**src/hw/timed_tx_cfg.svh**
```systemverilog
`ifndef TIMED_TX_CFG_SVH
`define TIMED_TX_CFG_SVH

// slot memory address width, 1024 words of 16 bits
// host and sender pointers are this wide
`define TX_RAM_AW 10

// local clocks, selects 1 to 7 are valid
`define N_LOCAL_CLK 7

// minimum idle clocks between two frames on GMII
`define IFG_CYCLES 12

// preamble bytes plus SFD
`define PREAMBLE_LEN 8

// header words in front of the payload of each record
`define HDR_WORDS 7

`endif

```
**src/hw/timebase.sv**
```systemverilog
`timescale 1ns/100ps
`default_nettype none
`include "timed_tx_cfg.svh"

module timebase (
  input  logic                          gmii_tx_clk,
  input  logic                          sys_rst,
  input  logic [`N_LOCAL_CLK-1:0]       local_time_req,
  output logic [63:0]                   global_counter,
  output logic [`N_LOCAL_CLK-1:0][47:0] local_epoch
);

  // free-running global time
  always_ff @(posedge gmii_tx_clk) begin
    if (sys_rst) begin
      global_counter <= 64'd0;
    end else begin
      global_counter <= global_counter + 64'd1;
    end
  end

  // epoch k sits at index k-1
  always_ff @(posedge gmii_tx_clk) begin
    if (sys_rst) begin
      local_epoch <= '0;
    end else begin
      for (int i = 0; i < `N_LOCAL_CLK; i++) begin
        if (local_time_req[i]) begin
          local_epoch[i] <= global_counter[47:0];
        end
      end
    end
  end

  // the sender services one command record at a time
  assert property (@(posedge gmii_tx_clk) disable iff (sys_rst)
    $onehot0(local_time_req));

endmodule

`default_nettype wire

```
**config.mk**
```make
export PLATFORM = sky130hd
export DESIGN_NAME = timebase
export DESIGN_NICKNAME = d
export VERILOG_FILES = /design/src/hw/timebase.sv
export VERILOG_INCLUDE_DIRS = /design/src /design/src/hw
export SDC_FILE = /design/constraint.sdc
export NUM_CORES = 1
export LEC_CHECK = 0
export ABC_AREA = 1
export ABC_CLOCK_PERIOD_IN_PS = 1750
export CAP_MARGIN = 25
export CORE_MARGIN = 5
export CORE_UTILIZATION = 63
export CTS_CLUSTER_SIZE = 30
export DETAILED_ROUTE_END_ITERATION = 12
export DONT_BUFFER_PORTS = 1
export PLACE_DENSITY_LB_ADDON = 0.15
export SLEW_MARGIN = 10
export SYNTH_ARGS = -nofsm -noshare
export SYNTH_HDL_FRONTEND = slang
export SYNTH_SLANG_ARGS = --single-unit
```
**constraint.sdc**
```tcl
create_clock -name gmii_tx_clk -period 1.75 [get_ports gmii_tx_clk]
set_input_delay 0.0875 -clock gmii_tx_clk [delete_from_list [all_inputs] [get_ports gmii_tx_clk]]
set_output_delay 0.0875 -clock gmii_tx_clk [all_outputs]
set_load 0.02 [all_outputs]
```
==> metrics <==
GP Congestion between 1 and 1.5; synth unique cells 31; final slew viol count 0; 1st-pass router iterations 5; Hold Slack around 130 ps; starting density of the core a little under two thirds; Final ANT Viol Nets 0; worst min path class in -> reg; Synth Cell Area around 15000 sq um; initial antenna violation count 0; chip width 164 microns; All-Layer GR Usage between 30% and 40%; Peak Freq a little over 0.6 GHz; most common cell in the synthesized netlist nor2_1; CTS Sinks 400; growth of design area from synthesis to finish 15.6%; Num CTS Buffers 39; drt wl/cell around 23 microns; FF+latch area about 8000 sq um; fin crit period between 1500 and 2000 ps; crit-path max FO 4; CTS Buffer Depth 3; Layout fillers between 1500 and 2000; CP required between 2000 and 2500 ps; Initial DRC Count between 1500 and 2000; Synth Flop Type dfxtp_1; vias per cell 6.05; Mapped Cells between 1500 and 2000; Critical Path End global_counter[53]$_SDFF_PP0_; Synthesized Nets 1964; crit path DAT between 2000 and 2500 ps; Worst setup EP type register; area leader, netlist dfxtp_1; Ys Warns 0; crit path from global_counter[43]$_SDFF_PP0_; via count 14100; clock latency on the worst-skew pair ~540 ps; Std-Cell Rows 56; Worst-Margin Slew around 740 ps; Ports approximately 410; area taken by multi-input logic gates 6070 sq um; largest net degree at the start of global routing between 100 and 150; first-pass GRT wire length between 70000 and 80000 microns; Yosys reg bits 400; final hold vios 0; Seq/Total Area, Yosys a little over half; Final #Nets about 2000; RSZ-0062 raised after global routing true; number of enable flip-flop cells after synthesis 0; MaxCap Viol Count 0; CTS tree done; min-delay src local_time_req[2]; Reg2Reg Depth 9; # diodes 0; worst vdd ir about 1000 uV; Clock Skews about 16 ps; htree depth 2; core area between 20000 and 25000 sq um; clock slew at reported path FFs about 60 ps; Die Y between 150 and 200 microns; IO buf count 0; Synth top area share a little over half; Critical Path Source Type register; vias in the first global route 13300; final wirelength ~53000 microns; Setup violations, final 0; final setup TNS 0 ps; Die ar. 27000 sq um; FFs w/ async S/R, synth 0%; PD cells roughly 1100 nW/um^2; R2R setup slack approximately 110 ps; dpl hpwl roughly 37000 microns; reg2reg end global_counter[53]$_SDFF_PP0_; Synth top cells by count nor2_1 (460), dfxtp_1 (400), o21ai_0 (356), a21oi_1 (214), nand2_1 (184); outcome finished, final reports clean; Leakage about 7 nW; clk root buf clkbuf_16; DRC viols 0; fin crit share between 90% and 100%; Slew Limit Headroom 50.8%; reg2reg start global_counter[43]$_SDFF_PP0_; ranking of synthesized cells by area dfxtp_1 (53%), o21ai_0 (12%), nor2_1 (12%), a21oi_1 (7.1%), nand2_1 (4.6%); share of cells above drive strength 1 12.5%; Overflow after GRT 0; syn avg cell area around 7.7 sq um; crit path kind reg -> reg
[flip-flops by register name, summed over array words and instances, names as in the netlist]
signal and count:
local_epoch 336, global_counter 64
[stage by stage]
stage / power, mW / util [%] / worst slack [ps] / instances / cell area [sq um]
final: 19.6 / 73.8 / 108 / 2335 / 17300
after global routing: 20.2 / 73.8 / -4.61 / 2335 / 17300
after CTS: 19.5 / 73.5 / 36.6 / 2333 / 17300
after detailed placement: 11.2 / 66.9 / -25.2 / 2250 / 15700
after global placement: 11.2 / 66.9 / -36.6 / 2250 / 15700
after floorplan: 11.1 / - / 79.9 / 1954 / 15000
[worst min-delay path by stage]
| stage | to | slack [ps] | depth (start not counted) |
|---|---|---|---|
| floorplan | global_counter[45]$_SDFF_PP0_ | 410 | 2 |
| global placement | global_counter[0]$_SDFF_PP0_ | 170 | 1 |
| detailed placement | global_counter[0]$_SDFF_PP0_ | 170 | 1 |
| CTS | local_epoch[110]$_SDFFE_PP0P_ | 110 | 3 |
| global route | local_epoch[105]$_SDFFE_PP0P_ | 170 | 3 |
| finish | local_epoch[110]$_SDFFE_PP0P_ | 130 | 3 |
[logic make-up (layout without fill, tap and decap cells)]
group,after synthesis,after routing,share of synthesized area [%]
fa+ha+maj,1,1,0.0834
compound gates,585,585,19.8
simple gates,733,733,20.1
xor+xnor,3,3,0.175
buf+inv,232,294,6.39
flops,400,400,53.4
[area by class of cell]
class | instances | area share (%)
Sequential cell | 400 | 46.3
Multi-Input combinational cell | 1322 | 35.0
Timing Repair Buffer | 132 | 7.06
Clock buffer | 59 | 6.77
Tap cell | 319 | 2.30
Inverter | 96 | 2.12
Clock inverter | 7 | 0.433
[report_power, final]
part | internal, mW | leakage [nW] | switching, mW | total, mW
combinational | 0.340 | 3.10 | 0.704 | 1.04
sequential | 9.50 | 3.29 | 0.807 | 10.3
clock | 4.77 | 0.617 | 3.47 | 8.24
total | 14.6 | 7.00 | 4.98 | 19.6
[per-layer routing]
layer | up-vias | part of all wire (%) | track usage, % | wire length, microns
met2 | 849 | 46 | 60.7 | 24700
met5 | - | 0 | 0 | 0
met4 | 0 | 5.3 | 18.5 | 2830
met1 | 6653 | 37 | 46.6 | 19600
met3 | 164 | 12 | 12.0 | 6170
li1 | 6459 | - | - | -
[worst max-delay path: stages (launching register included)]
cell and delay, ps:
dfxtp_1 430, nand2_1 110, nor2_1 270, nand2_1 130, nor2_1 190, nand2_1 100, nor2_2 120, nand2_1 70
nand2_1 80, nor2_1 50
[repair_timing]
action | CTS | global route
setup endpoints to repair | 1 | 27
hold endpoints to repair | 364 | 0
hold buffers | 17 | 0
setup buffers | 0 | 2
pin swaps | 0 | 5
gates resized for setup | 1 | 24
[cells in the final DEF (no fill, tap or decap), types with 6 or more instances in the layout]
cell type	n
inv_1	73
a21oi_1	214
inv_2	6
nor2_1	453
buf_4	109
o21bai_1	7
o21ai_0	356
dfxtp_1	390
clkbuf_1	9
nand4_1	12
dfxtp_2	10
dlygate4sd3_1	9
nand2_1	182
nor2_4	12
nand3_1	28
clkbuf_16	40
clkbuf_8	10
nor2_2	16
nand2_2	17
buf_16	7
clkinv_1	16
(Power assumes the default switching activity.)
