$ cat src/hw/eth_crc32.sv
`timescale 1ns/100ps
`default_nettype none

module eth_crc32 (
  input  logic        gmii_tx_clk,
  input  logic        sys_rst,
  input  logic        crc_init,
  input  logic        crc_data_en,
  input  logic [7:0]  crc_byte,
  output logic [31:0] crc_value
);

  localparam logic [31:0] CRC_POLY = 32'h04C11DB7;

  function automatic logic [31:0] reflect32(input logic [31:0] v);
    logic [31:0] r;
    for (int i = 0; i < 32; i++) begin
      r[i] = v[31-i];
    end
    return r;
  endfunction

  // LSB-first form of the polynomial
  localparam logic [31:0] POLY_REFL = reflect32(CRC_POLY);

  // one byte, bit 0 first as on the wire
  function automatic logic [31:0] crc_next(input logic [31:0] c, input logic [7:0] d);
    logic [31:0] x;
    x = c;
    for (int i = 0; i < 8; i++) begin
      if (x[0] ^ d[i]) begin
        x = (x >> 1) ^ POLY_REFL;
      end else begin
        x = x >> 1;
      end
    end
    return x;
  endfunction

  logic [31:0] crc_q;
  logic [31:0] crc_seed;

  // init folds the all-ones preset into the first byte
  assign crc_seed = crc_init ? 32'hFFFF_FFFF : crc_q;

  always_ff @(posedge gmii_tx_clk) begin
    if (sys_rst) begin
      crc_q <= 32'hFFFF_FFFF;
    end else if (crc_data_en) begin
      crc_q <= crc_next(crc_seed, crc_byte);
    end else if (crc_init) begin
      crc_q <= 32'hFFFF_FFFF;
    end
  end

  // complemented, byte to send first in [31:24]
  assign crc_value = {~crc_q[7:0], ~crc_q[15:8], ~crc_q[23:16], ~crc_q[31:24]};

endmodule

`default_nettype wire

$ cat config.mk
export PLATFORM = sky130hd
export DESIGN_NAME = eth_crc32
export DESIGN_NICKNAME = d
export VERILOG_FILES = /design/src/hw/eth_crc32.sv
export SDC_FILE = /design/constraint.sdc
export NUM_CORES = 1
export LEC_CHECK = 0
export BUFFER_PORTS_ARGS = -buffer_cell sky130_fd_sc_hd__buf_2
export CORE_ASPECT_RATIO = 1.25
export CORE_MARGIN = 2
export CORE_UTILIZATION = 40
export DETAILED_ROUTE_END_ITERATION = 12
export GPL_TIMING_DRIVEN = 0
export HOLD_SLACK_MARGIN = 0.06
export SYNTH_ARGS = -nofsm -noshare
export SYNTH_HDL_FRONTEND = slang
export SYNTH_SLANG_ARGS = --single-unit
$ cat constraint.sdc
create_clock -name gmii_tx_clk -period 5.7 [get_ports gmii_tx_clk]
set_clock_uncertainty 0.15 [all_clocks]
set_input_delay 0 -clock gmii_tx_clk [delete_from_list [all_inputs] [get_ports gmii_tx_clk]]
set_output_delay 0 -clock gmii_tx_clk [all_outputs]
set_load 0.01 [all_outputs]
==> results.tsv, run 1 <==
metric	value	unit
rsz0062_at_grt	no	
status	finished, final reports clean	
grt_first_pass_wirelength	11.6	mm
tritoncts	done	
slew_violations	0	
grt_overflow	0	
period_needed	2.44	ns
critPathArrivalTime	2.47	ns
synth_nets	323	
fin_setup_tns	0	ns
syn_inst	311	
htreeDepth	2	
reg2regPathDepth	7	
worst_slew_pin_slew	0.577	ns
synth_area	0.00264	mm^2
area_growth	16.6	%
cp-startpoint	crc_q[6]	
grt_pass1_vias	2188	
path_class	flop to flop	
startpoint_type	flop	
post-route-period-util	42.7	%
grt_start_max_net_pins	11	
yosysMostFrequentCell	nor2_1	
end_kind	flop	
cts-buffers-inserted	5	
reg_top3	crc_q: 32 flops	
ys_seq_area_share	24.3	%
async_reset_ff_share	0	%
fmax	410	MHz
yosys-top-cells-area	dfxtp_1 (24%), xnor3_1 (13%), xnor2_1 (12%)	
cp.required	5.73	ns
num_antenna_cells	0	
yosys_warnings	0	
drt_wl_total	7.42	mm
syn_area_per_cell	8.49	um^2
die_w	76.7	um
largest_reg_flops	32	
wl_per_cell	16.5	um
final_antenna_net_count	0	
synth-edff-count	0	
whs_path_depth	5	
fp.dieH	94.9	um
ff2ff_setup_slack	3.26	ns
clk-insertion-delay-late	0.30	ns
drc	0	
synthFlopType	dfxtp_1	
clockBufferDepth	2	
hold_viol	0	
timing.rr.end	crc_q[22]	
regMostFlops	crc_q	
globalplace.congestion	0.839	
initialDrtViolationCount	173	
crit-reg2reg-launch	crc_q[6]	
clock-root-buffer	clkbuf_8	
whs	0.150	ns
ir_worst_vdd	0.138	mV
nets	374	
dp_hpwl	5.41	mm
rows	33	
dieArea	0.00727	mm^2
vias	2298	
synth.top_cell.area_share	24.3	%
crit_end	crc_q[22]	
cts.sinks	32	
synth_top_cell_by_area	dfxtp_1	
initial_core_util	40.7	%
grt_usage	20.9	%
synth.ff_latch_count	32	
p_leak	0.00153	uW
yosysUniqueCellTypes	39	
slew_headroom	61.5	%
portBuffers	40	
max-cap-violations	0	
viasPerCell	5.11	
drt_pass1_iterations	4	
ios	44	
core	0.00648	mm^2
netlist_top_cells_count	nor2_1 (41), xnor2_1 (37), inv_1 (34)	
min_path_type	input port to flop	
p_per_area	333	mW/mm^2
antenna_found_initial	0	
crit_fanout	6	
drive_above_1_share	19.6	%
setup_violations	0	
clk_pin_slew	0.08	ns
[layout make-up]
type                    count  area, um^2
fillers                   658        3400
multi-input cells         218        1750
flip-flops and latches     32         641
repair buffers             44         240
inverters                  34         128
plain buffers              27         123
well taps                  87         109
clock buffers               8        90.1
[repair_timing]
action                    in CTS  in global routing
hold endpoints to repair       6                  0
buffers inserted               0                  0
resized for setup              0                  0
hold buffers                   4                  0
[critical path, stage by stage, from the launching register on]
cell     delay (ns)
dfxtp_1        0.30
buf_2          0.16
xnor2_1        0.14
nor2_2         0.27
xnor2_4        0.24
xnor3_1        0.50
or4_1          0.42
o311a_1        0.14
[cells by family after synthesis]
kind of cell           after synthesis  synth area share, %
buffers and inverters               61                 9.47
AND/OR/NAND/NOR                     92                 17.0
XOR/XNOR                            73                 35.6
AO/OA/AOI/OAI                       53                 13.7
flip-flops                          32                 24.3
[per-stage QoR]
step           cells  util (%)  cell area [um^2]  setup slack (ns)  power (uW)
3_5_place_dp     438      45.5              2950              3.30         836
2_1_floorplan    311         -              2640              3.48         706
4_1_cts          450      47.5              3080              3.27        1030
5_1_grt          450      47.5              3080              3.15        1090
6_report         450      47.5              3080              3.26        1030
3_3_place_gp     438      45.5              2950              3.30         834
[cells in the final DEF, fill, tap and decap left out, types with 3 or more instances in the layout]
| master | instances |
|---|---|
| nor4_1 | 3 |
| xnor3_1 | 15 |
| o21ai_0 | 3 |
| xor2_1 | 14 |
| nor3_1 | 12 |
| a21o_1 | 4 |
| nor2_1 | 41 |
| or2_2 | 4 |
| dfxtp_1 | 32 |
| a211oi_1 | 3 |
| xnor2_4 | 3 |
| nor3b_1 | 3 |
| or4_1 | 3 |
| inv_1 | 34 |
| o41a_1 | 3 |
| clkbuf_1 | 14 |
| nand2_1 | 3 |
| a21oi_1 | 12 |
| nand3_1 | 8 |
| o211ai_1 | 7 |
| dlygate4sd3_1 | 4 |
| a31oi_1 | 6 |
| nand2b_1 | 7 |
| o21bai_1 | 4 |
| buf_1 | 3 |
| o22ai_1 | 6 |
| buf_2 | 49 |
| xnor2_1 | 37 |
| or2_1 | 6 |
| clkbuf_8 | 6 |
[how the worst min path moves through the flow]
stage	to	slack, ns	start
floorplan	crc_q[9]	0.0004	crc_byte[7]
global placement	crc_q[9]	0.17	crc_byte[7]
detailed placement	crc_q[9]	0.16	crc_byte[7]
CTS	crc_q[0]	0.15	crc_byte[2]
global route	crc_q[0]	0.17	crc_byte[2]
finish	crc_q[0]	0.15	crc_byte[2]
[metal layers]
| layer | track usage, % | part of all wire (%) | vias up |
|---|---|---|---|
| met5 | 0 | 0 | - |
| met4 | 6.97 | 1.6 | 0 |
| met3 | 2.87 | 5.4 | 9 |
| met2 | 36.8 | 50 | 77 |
| met1 | 26.3 | 43 | 1088 |
| li1 | - | - | 1124 |
[power by group]
| part | switching (uW) | total (uW) | internal, uW | leakage [uW] |
|---|---|---|---|---|
| registers | 39.8 | 306 | 267 | 0.000264 |
| clock network | 89.6 | 188 | 98.6 | 0.0000455 |
| logic | 260 | 532 | 272 | 0.00122 |
Power figures use the tool's default switching activity.
==> run 2, diff against run 1 <==
==> constraint.sdc (replaced) <==
create_clock -name gmii_tx_clk -period 2.5 [get_ports gmii_tx_clk]
set_clock_uncertainty 0.15 [all_clocks]
set_input_delay 0 -clock gmii_tx_clk [delete_from_list [all_inputs] [get_ports gmii_tx_clk]]
set_output_delay 0 -clock gmii_tx_clk [all_outputs]
set_load 0.01 [all_outputs]
==> run 2 against run 1 <==
  * Power up 130%
  * Via count is 0.78% higher
  * Count of clock-buffer cells in the layout is the same
  * Sequential share of layout area down 0.21 points
  * Global-route usage did not move
  * Hold slack better by 0.012 ns
  * Clock power rose by 120%
  * Setup slack got worse by 3.1 ns
  * Non-clock buffer count increased by 4
  * Critical endpoint unchanged
==> results.tsv, run 2 (synthesized netlist as in run 1, its figures left out) <==
metric	value	unit	change
final_common_cell	buf_2		
dieArea	0.00727	mm^2	unchanged
core	0.00648	mm^2	unchanged
period_needed	2.36	ns	-0.0753 ns
end_kind	flop		
crit_fanout	6		unchanged
mostFrequentLayoutCells	buf_2 (49), nor2_1 (41), xnor2_1 (37), inv_1 (34), dfxtp_1 (32)		
clk-insertion-delay-late	0.29	ns	about the same
regMostFlops	crc_q		
post-place-cells	438		unchanged
drt_pass1_iterations	4		unchanged
grt_start_max_net_pins	11		unchanged
fillers	662		+0.61%
status	finished, final reports clean		
drt_wl_total	7.48	mm	+0.90%
drive_above_1_share	20.7	%	+1.1 points
cp.required	2.53	ns	-3.20 ns
tritoncts	done		
post-route-period-util	94.4	%	+52 points
cts-buffers-inserted	5		unchanged
ir_worst_vdd	0.303	mV	+120%
fin_setup_tns	0	ns	unchanged
hold_viol	0		unchanged
fin_cells	454		+0.89%
grt_first_pass_wirelength	11.6	mm	unchanged
grt_overflow	0		unchanged
rsz0062_at_grt	no		
rows	33		unchanged
final_antenna_net_count	0		unchanged
min_path_type	input port to flop		
dp_hpwl	5.41	mm	unchanged
slew_headroom	62.9	%	+1.4 points
htreeDepth	2		unchanged
initial_core_util	40.7	%	unchanged
cts.sinks	32		unchanged
clock-root-buffer	clkbuf_8		
initialDrtViolationCount	168		-2.9%
vias	2316		+0.78%
viasPerCell	5.10		-0.10%
wl_per_cell	16.5	um	about the same
setup_violations	0		unchanged
grt_usage	20.9	%	unchanged
grt_pass1_vias	2188		unchanged
drc	0		unchanged
utilization	48.0	%	+0.48 points
fp.dieH	94.9	um	unchanged
max-cap-violations	0		unchanged
multi_input_area	0.00175	mm^2	unchanged
p_leak	0.00155	uW	+1.5%
clk_pin_slew	0.08	ns	about the same
slew_violations	0		unchanged
regArea	641	um^2	unchanged
reg_top3	crc_q: 32 flops		
die_w	76.7	um	unchanged
startpoint_type	flop		
worst_slew_pin_slew	0.556	ns	-0.0206 ns
path_class	flop to flop		
ios	44		unchanged
globalplace.congestion	0.839		unchanged
critPathArrivalTime	2.39	ns	-0.08 ns
largest_reg_flops	32		unchanged
portBuffers	40		unchanged
p_per_area	756	mW/mm^2	+130%
area_growth	17.8	%	
fmax	424	MHz	+3.2%
antenna_found_initial	0		unchanged
clockBufferDepth	2		unchanged
num_antenna_cells	0		unchanged
power.total	2350	uW	+130%
nets	378		+1.1%
==> run 2: final timing paths <==
kind / start / endpoint / slack [ns] / cells after the start
setup / recovery: crc_q[6] / crc_q[22] / 0.14 / 7
hold / removal: crc_byte[6] / crc_q[8] / 0.16 / 5
setup reg to reg: crc_q[6] / crc_q[22] / 0.14 / 7
hold reg to reg: crc_q[23] / crc_q[23] / 0.43 / 2
==> run 2: timing repair <==
action | in CTS | in global routing
hold buffers | 4 | 0
endpoints found under the hold margin | 6 | 0
endpoints found under the setup margin | 0 | 2
setup buffers | 0 | 4
gates resized for setup | 0 | 2
==> run 2: per-layer routing <==
| metal | GRT usage, % | vias up | routed length [um] |
|---|---|---|---|
| met4 | 6.97 | 0 | 129 |
| met2 | 36.8 | 75 | 3780 |
| met5 | 0 | - | 0 |
| li1 | - | 1129 | - |
| met3 | 2.87 | 8 | 405 |
| met1 | 26.3 | 1104 | 3170 |
==> run 2: critical path, cell delays in order, from the launching register on <==
cell and delay [ns]:
dfxtp_1 0.30, buf_2 0.16, xnor2_1 0.14, nor2_2 0.27
xnor2_4 0.20, xnor3_1 0.47, or4_1 0.42, o311a_1 0.13
==> run 2: cell type report <==
| cell class | count | area share [%] |
|---|---|---|
| Multi-Input combinational cell | 218 | 56.3 |
| Sequential cell | 32 | 20.6 |
| Timing Repair Buffer | 48 | 8.69 |
| Inverter | 34 | 4.10 |
| Buffer | 27 | 3.98 |
| Tap cell | 87 | 3.50 |
| Clock buffer | 8 | 2.90 |
==> run 2: where the power goes <==
group          total [uW]  switching, uW  internal (uW)
sequential            698           90.1            608
clock                 421            197            225
combinational        1230            598            636
total                2350            885           1470
==> run 2: per-stage QoR <==
step,hold WS [ns],cell area (um^2),setup WS [ns]
final,0.162,3110,0.139
after global routing,0.173,3110,0.0293
after CTS,0.153,3080,0.0743
after detailed placement,0.162,2950,0.100
after global placement,0.167,2950,0.101
after floorplan,0.000416,2640,0.283
