<file path="src/hw/timed_tx_cfg.svh">
`ifndef TIMED_TX_CFG_SVH
`define TIMED_TX_CFG_SVH

// slot memory address width, 1024 words of 16 bits
// host and sender pointers are this wide
`define TX_RAM_AW 10

// local clocks, selects 1 to 7 are valid
`define N_LOCAL_CLK 7

// minimum idle clocks between two frames on GMII
`define IFG_CYCLES 12

// preamble bytes plus SFD
`define PREAMBLE_LEN 8

// header words in front of the payload of each record
`define HDR_WORDS 7

`endif

</file>
<file path="src/hw/timed_tx_pkg.sv">
`include "timed_tx_cfg.svh"

package timed_tx_pkg;

  // record layout in the slot memory, one 16-bit word per address:
  //   word 0      frame length in payload bytes
  //   words 1..4  schedule word, most significant word first
  //   words 5..6  hash, high word first
  //   then ceil(len/2) payload words, high byte goes out first
  // a record takes 7 + ceil(len/2) words, addresses wrap

  // schedule word as the sender decodes it
  typedef struct packed {
    logic        is_cmd;
    logic [2:0]  clk_sel;
    logic [11:0] reserved;
    logic [47:0] rel_time;
  } tx_sched_s;

  // raw view is filled from memory, fields view decides release
  typedef union packed {
    logic [63:0] raw;
    tx_sched_s   fields;
  } tx_sched_u;

  typedef struct packed {
    logic [15:0] frame_len;
    tx_sched_u   sched;
    logic [31:0] hash;
  } tx_rec_s;

  typedef struct packed {
    logic [`TX_RAM_AW-1:0] addr;
    logic [15:0]           data;
  } host_wr_s;

endpackage

</file>
<file path="src/hw/frame_sender.sv">
`timescale 1ns/100ps
`default_nettype none
`include "timed_tx_cfg.svh"

module frame_sender (
  input  logic                          gmii_tx_clk,
  input  logic                          sys_rst,
  input  logic [`TX_RAM_AW-1:0]         mem_wr_ptr,
  output logic [`TX_RAM_AW-1:0]         mem_rd_ptr,
  output logic [`TX_RAM_AW-1:0]         rd_addr,
  input  logic [15:0]                   rd_data,
  input  logic [63:0]                   global_counter,
  input  logic [`N_LOCAL_CLK-1:0][47:0] local_epoch,
  output logic [`N_LOCAL_CLK-1:0]       local_time_req,
  output logic                          crc_init,
  output logic                          crc_data_en,
  output logic [7:0]                    crc_byte,
  input  logic [31:0]                   crc_value,
  output logic [7:0]                    gmii_txd,
  output logic                          gmii_tx_en
);

  import timed_tx_pkg::*;

  typedef enum logic [2:0] {
    ST_IDLE,
    ST_MEMWAIT,
    ST_HDR_LOAD,
    ST_WAITING,
    ST_SENDING,
    ST_FCS_1,
    ST_FCS_2,
    ST_FCS_3
  } state_e;

  localparam int GAP_W = $clog2(`IFG_CYCLES + 1);
  localparam logic [GAP_W-1:0] GAP_DONE = GAP_W'(`IFG_CYCLES);
  localparam logic [16:0] SFD_POS = 17'(`PREAMBLE_LEN - 1);
  localparam logic [16:0] PAY_START = 17'(`PREAMBLE_LEN);
  localparam logic [2:0] HDR_LAST = 3'(`HDR_WORDS - 1);

  state_e                state;
  tx_rec_s               rec;
  logic [`TX_RAM_AW-1:0] rd_ptr;
  logic [2:0]            hdr_cnt;
  logic [16:0]           tx_cnt;
  logic [16:0]           fcs_pos;
  logic [16:0]           pay_idx;
  logic [GAP_W-1:0]      gap_cnt;
  logic [63:0]           rel_target;
  logic                  release_ok;
  logic                  in_payload;

  assign rd_addr = rd_ptr;

  // release moment, local selects add the epoch of that clock
  always_comb begin
    rel_target = 64'(rec.sched.fields.rel_time);
    if (rec.sched.fields.clk_sel != 3'd0) begin
      rel_target = rel_target + 64'(local_epoch[rec.sched.fields.clk_sel - 3'd1]);
    end
    release_ok = (gap_cnt == GAP_DONE) &&
                 (rec.sched.fields.is_cmd || (global_counter >= rel_target));
  end

  // byte index in the frame being loaded into gmii_txd
  assign fcs_pos = {1'b0, rec.frame_len} + PAY_START;
  assign pay_idx = tx_cnt - PAY_START;
  assign in_payload = (state == ST_SENDING) && (tx_cnt >= PAY_START) && (tx_cnt < fcs_pos);

  // even payload bytes take the high half of the word
  assign crc_byte = pay_idx[0] ? rd_data[7:0] : rd_data[15:8];
  assign crc_data_en = in_payload;
  assign crc_init = in_payload && (tx_cnt == PAY_START);

  // header words land one per cycle
  always_ff @(posedge gmii_tx_clk) begin
    if (state == ST_HDR_LOAD) begin
      case (hdr_cnt)
        3'd0: rec.frame_len <= rd_data;
        3'd1: rec.sched.raw[63:48] <= rd_data;
        3'd2: rec.sched.raw[47:32] <= rd_data;
        3'd3: rec.sched.raw[31:16] <= rd_data;
        3'd4: rec.sched.raw[15:0] <= rd_data;
        3'd5: rec.hash[31:16] <= rd_data;
        default: rec.hash[15:0] <= rd_data;
      endcase
    end
  end

  always_ff @(posedge gmii_tx_clk) begin
    if (sys_rst) begin
      state          <= ST_IDLE;
      rd_ptr         <= '0;
      mem_rd_ptr     <= '0;
      hdr_cnt        <= 3'd0;
      tx_cnt         <= 17'd0;
      gap_cnt        <= '0;
      local_time_req <= '0;
      gmii_txd       <= 8'h00;
      gmii_tx_en     <= 1'b0;
    end else begin
      local_time_req <= '0;

      // saturating idle count since the last FCS byte
      if (gap_cnt != GAP_DONE) begin
        gap_cnt <= gap_cnt + 1'b1;
      end

      case (state)
        ST_IDLE: begin
          gmii_tx_en <= 1'b0;
          gmii_txd   <= 8'h00;
          hdr_cnt    <= 3'd0;
          // rd_ptr already points past the finished record
          mem_rd_ptr <= rd_ptr;
          if (rd_ptr != mem_wr_ptr) begin
            state <= ST_MEMWAIT;
          end
        end
        ST_MEMWAIT: begin
          rd_ptr <= rd_ptr + 1'b1;
          state  <= ST_HDR_LOAD;
        end
        ST_HDR_LOAD: begin
          hdr_cnt <= hdr_cnt + 3'd1;
          // stop on the first payload word
          if (hdr_cnt != HDR_LAST) begin
            rd_ptr <= rd_ptr + 1'b1;
          end else begin
            state <= ST_WAITING;
          end
        end
        ST_WAITING: begin
          if (release_ok) begin
            gmii_tx_en <= 1'b1;
            gmii_txd   <= 8'h55;
            tx_cnt     <= 17'd1;
            state      <= ST_SENDING;
            // select 0 on a command is accepted and ignored
            if (rec.sched.fields.is_cmd && (rec.sched.fields.clk_sel != 3'd0)) begin
              local_time_req[rec.sched.fields.clk_sel - 3'd1] <= 1'b1;
            end
          end
        end
        ST_SENDING: begin
          gmii_tx_en <= 1'b1;
          tx_cnt     <= tx_cnt + 17'd1;
          if (tx_cnt < SFD_POS) begin
            gmii_txd <= 8'h55;
          end else if (tx_cnt == SFD_POS) begin
            gmii_txd <= 8'hD5;
          end else if (in_payload) begin
            gmii_txd <= crc_byte;
            // next word is fetched while the low byte goes out
            if (!pay_idx[0]) begin
              rd_ptr <= rd_ptr + 1'b1;
            end
          end else begin
            gmii_txd <= crc_value[31:24];
            state    <= ST_FCS_1;
          end
        end
        ST_FCS_1: begin
          gmii_txd <= crc_value[23:16];
          state    <= ST_FCS_2;
        end
        ST_FCS_2: begin
          gmii_txd <= crc_value[15:8];
          state    <= ST_FCS_3;
        end
        default: begin
          gmii_txd <= crc_value[7:0];
          gap_cnt  <= '0;
          state    <= ST_IDLE;
        end
      endcase
    end
  end

  // frames end only after the last FCS byte
  assert property (@(posedge gmii_tx_clk) disable iff (sys_rst)
    $fell(gmii_tx_en) |-> ($past(state, 2) == ST_FCS_3));

  // minimum inter-frame gap on the wire
  assert property (@(posedge gmii_tx_clk) disable iff (sys_rst)
    $fell(gmii_tx_en) |-> !gmii_tx_en [*`IFG_CYCLES]);

endmodule

`default_nettype wire

</file>
<file path="config.mk">
export PLATFORM = sky130hd
export DESIGN_NAME = frame_sender
export DESIGN_NICKNAME = d
export VERILOG_FILES = /design/src/hw/timed_tx_pkg.sv /design/src/hw/frame_sender.sv
export VERILOG_INCLUDE_DIRS = /design/src /design/src/hw
export SDC_FILE = /design/constraint.sdc
export NUM_CORES = 1
export LEC_CHECK = 0
export ABC_AREA = 0
export BUFFER_PORTS_ARGS = -buffer_cell sky130_fd_sc_hd__buf_2
export CAP_MARGIN = 20
export CORE_AREA = 2 2 197 199
export CTS_BUF_LIST = sky130_fd_sc_hd__clkbuf_8
export CTS_CLUSTER_DIAMETER = 150
export CTS_CLUSTER_SIZE = 25
export DETAILED_ROUTE_END_ITERATION = 8
export DIE_AREA = 0 0 199 201
export GPL_TIMING_DRIVEN = 1
export PLACE_DENSITY = 0.69
export SETUP_SLACK_MARGIN = 0.3
export SYNTH_ARGS = -nofsm -noshare
export SYNTH_HDL_FRONTEND = slang
export SYNTH_SLANG_ARGS = --single-unit
</file>
<file path="constraint.sdc">
create_clock -name gmii_tx_clk -period 6.94 [get_ports gmii_tx_clk]
set_clock_uncertainty 0.05 [all_clocks]
set_input_delay 0 -clock gmii_tx_clk [delete_from_list [all_inputs] [get_ports gmii_tx_clk]]
set_output_delay 0 -clock gmii_tx_clk [all_outputs]
set_load 0.005 [all_outputs]
</file>
==> metrics.md <==
| Metric | Value |
|---|---|
| Clock buffer depth | 2 |
| Share of cells above drive strength 1 | 36.5% |
| FMAX | 155 MHz |
| Post-route cell area | 18500 µm² |
| CTS Buf Count | 17 |
| Core area | 38100 µm² |
| Post-place instance area | 16600 µm² |
| Largest family of logic cells by synthesized area | compound AO/OA/AOI/OAI gates |
| Most common cell on crit path | buf_6 |
| Vias per cell | 5.73 |
| # setup viols final | 0 |
| Ys Warns | 0 |
| Synth Area in Compound Gates | 25.2% |
| Asr flop ratio synth | 0% |
| DRT antenna net count | 0 |
| Fin. max-slew vios | 0 |
| Hold Worst Slack | 31.7 ps |
| GR Overflow Total | 0 |
| Drt pass-1 iters | 6 |
| Final core utilization | 48.4% |
| Sequential area share after synthesis | 25.2% |
| Avg WL per Cell | 24.2 µm |
| Slowest stage delay, CP | 450 ps |
| Initial antenna violation count | 20 |
| Actual slew at the worst max-slew pin | 1040 ps |
| Final Wtd Congestion | 1.03 |
| Clock Latency Late Sink | 440 ps |
| Die area | 40000 µm² |
| Top-area cell type share of the netlist area | 15.6% |
| Setup TNS | 0 ps |
| Layout Nets | 2762 |
| 1st-iter DRT viols | 1541 |
| Pre-CTS setup slack | 1.64 ps |
| Xor/xnor share of the synthesized area | 4.87% |
| Residual DRC count | 0 |
| Fin cells | 2721 |
| Post-synthesis area per instance | 8.12 µm² |
| Synth Flop Type | edfxtp_1 |
| CP required | 7200 ps |
| LEAKAGE | 8.24 nW |
| Placed insts | 2608 |
| Sink Count | 131 |
| Total GRT Usage | 31.1% |
| Vias | 15600 |
| Total Wirelength | 65.7 mm |
| First-pass GRT wire length | 92.0 mm |
| Most frequent cells in the layout | buf_2 (506), nand2_1 (200), a21oi_1 (145), ha_1 (114), nor2_1 (101) |
| Critical-path top delay cell | a221o_1 |
| Tcrit/Tclk final | 93.2% |
| Vias in the first global route | 14800 |
| MaxCap Viol Count | 0 |
| Worst hold path class | in2reg |
| Critical path class | reg2reg |
| Power density cells | 134 nW/µm² |
| Yosys top cell by area | edfxtp_1 |
| CTS Root Cell | clkbuf_8 |
| Number of library cell types mapped by synthesis | 75 |
| Fin. Hold Viols | 0 |
| I/O pin total | 506 |
| Worst setup SP type | flip-flop |
| Maximum VDD drop | 0.139 mV |
| Initial Util | 34.5% |
| Worst EP arrival | 6730 ps |
| Final WS setup | 470 ps |
| Dpl hpwl | 52.7 mm |
| Top post-synthesis cells by area | edfxtp_1 (16%), ha_1 (12%), dfxtp_1 (9.6%) |
| Critical path endpoint category | flip-flop |
| Port-buffer cells | 505 |
| Post-synth EDFFs | 68 |
| Mapped Area | 13100 µm² |
| Core Rows | 72 |
| Fin crit period | 6470 ps |
| Synthesized flop and latch total | 131 |
| Rel. slew slack | 30.3% |
| H-tree depth | 4 |
| Mux cell area share after synthesis | 8.83% |
| Largest net degree at the start of global routing | 55 |
| Commonest non-fill, non-tap cell in the layout | buf_2 |
| Area share of fa/ha/maj cells after synthesis | 12.2% |
| CTS tree | built |
| Cells after Synth | 1616 |
| RSZ-0062 raised after global routing | yes |
| Status | finished, final reports clean |
| Die X-Extent | 199 µm |
| Crit Path Max Fanout | 11 |
| Post-Synth Simple-Gate Area | 19.5% |
| Clock-pin slew on the worst setup and hold paths | 80 ps |
| Post-Syn Nets | 2203 |
| Total chip power | 2.47 mW |
| Die height | 201 µm |
| Layout area overhead | 40.5% |
-- path summary, 6_finish.rpt --
check	from	to	slack (ps)	cells past startpoint
max	rec[92]$_DFFE_PP_	gmii_txd[1]$_SDFFE_PP0P_	470	31
min	crc_value[24]	gmii_txd[0]$_SDFFE_PP0P_	30	4
max reg2reg	rec[92]$_DFFE_PP_	gmii_txd[1]$_SDFFE_PP0P_	470	31
min reg2reg	mem_rd_ptr[8]$_SDFFE_PP0P_	mem_rd_ptr[8]$_SDFFE_PP0P_	420	2
-- critical path: cells and delay by family, from the launching register on --
family | cells | cell delay [ps]
AO/OA/AOI/OAI | 13 | 2410
buffers and inverters | 6 | 890
multiplexers | 2 | 380
AND/OR/NAND/NOR | 5 | 1040
adder cells (fa/ha/maj) | 3 | 790
XOR/XNOR | 2 | 330
flip-flops | 1 | 410
-- metal layers --
metal | share of wire (%) | global-route usage, % | vias up
met5 | 0.027 | 0 | -
met4 | 4.4 | 14.4 | 2
met3 | 7.6 | 3.93 | 95
met2 | 47 | 51.1 | 839
met1 | 41 | 40.4 | 7415
li1 | - | - | 7234
-- flip-flops by register name, indices dropped and copies added, names as in the netlist --
signal	cells
hdr_cnt	3
state	3
mem_rd_ptr	10
rec	68
gmii_tx_en	1
local_time_req	7
gap_cnt	4
tx_cnt	17
rd_addr	10
gmii_txd	8
-- power breakdown --
part | internal (mW) | switching, mW
combinational | 0.381 | 0.442
sequential | 0.835 | 0.0268
clock | 0.463 | 0.323
-- timing repair --
item / 4_1_cts / 5_1_grt
resized for setup: 14 / 127
pin swaps: 4 / 50
endpoints found under the setup margin: 23 / 36
gates cloned: 3 / 4
setup buffers: 8 / 23
hold buffers: 27 / 0
hold endpoints to repair: 74 / 0
-- layout make-up --
class,count,area [µm²]
Fill cell,3715,19700
Multi-Input combinational cell,1344,9900
Timing Repair Buffer,652,3980
Sequential cell,131,3300
Tap cell,518,648
Clock inverter,15,240
Clock buffer,17,234
Inverter,29,109
Antenna cell,15,37.5
-- cells by family (layout without fill, tap and decap cells) --
logic type / count (synthesis) / after routing
DFF: 131 / 131
muxes: 95 / 95
and+or+nand+nor: 534 / 534
other: 0 / 15
adders and majority gates: 127 / 127
xor gates and xnor gates: 73 / 73
AOI/OAI and AO/OA: 515 / 515
buffers and inverters: 141 / 713
-- synthesized netlist by cell type (39+ instances only) --
master	n
dfxtp_1	63
a21oi_1	159
clkbuf_1	86
a31oi_1	39
edfxtp_1	68
nand3_1	52
ha_1	126
mux2i_1	63
nor2_1	107
a21o_1	45
nand2_1	202
xnor2_1	40
o21ai_0	100
Note: power is estimated with default switching activity, not from simulation.
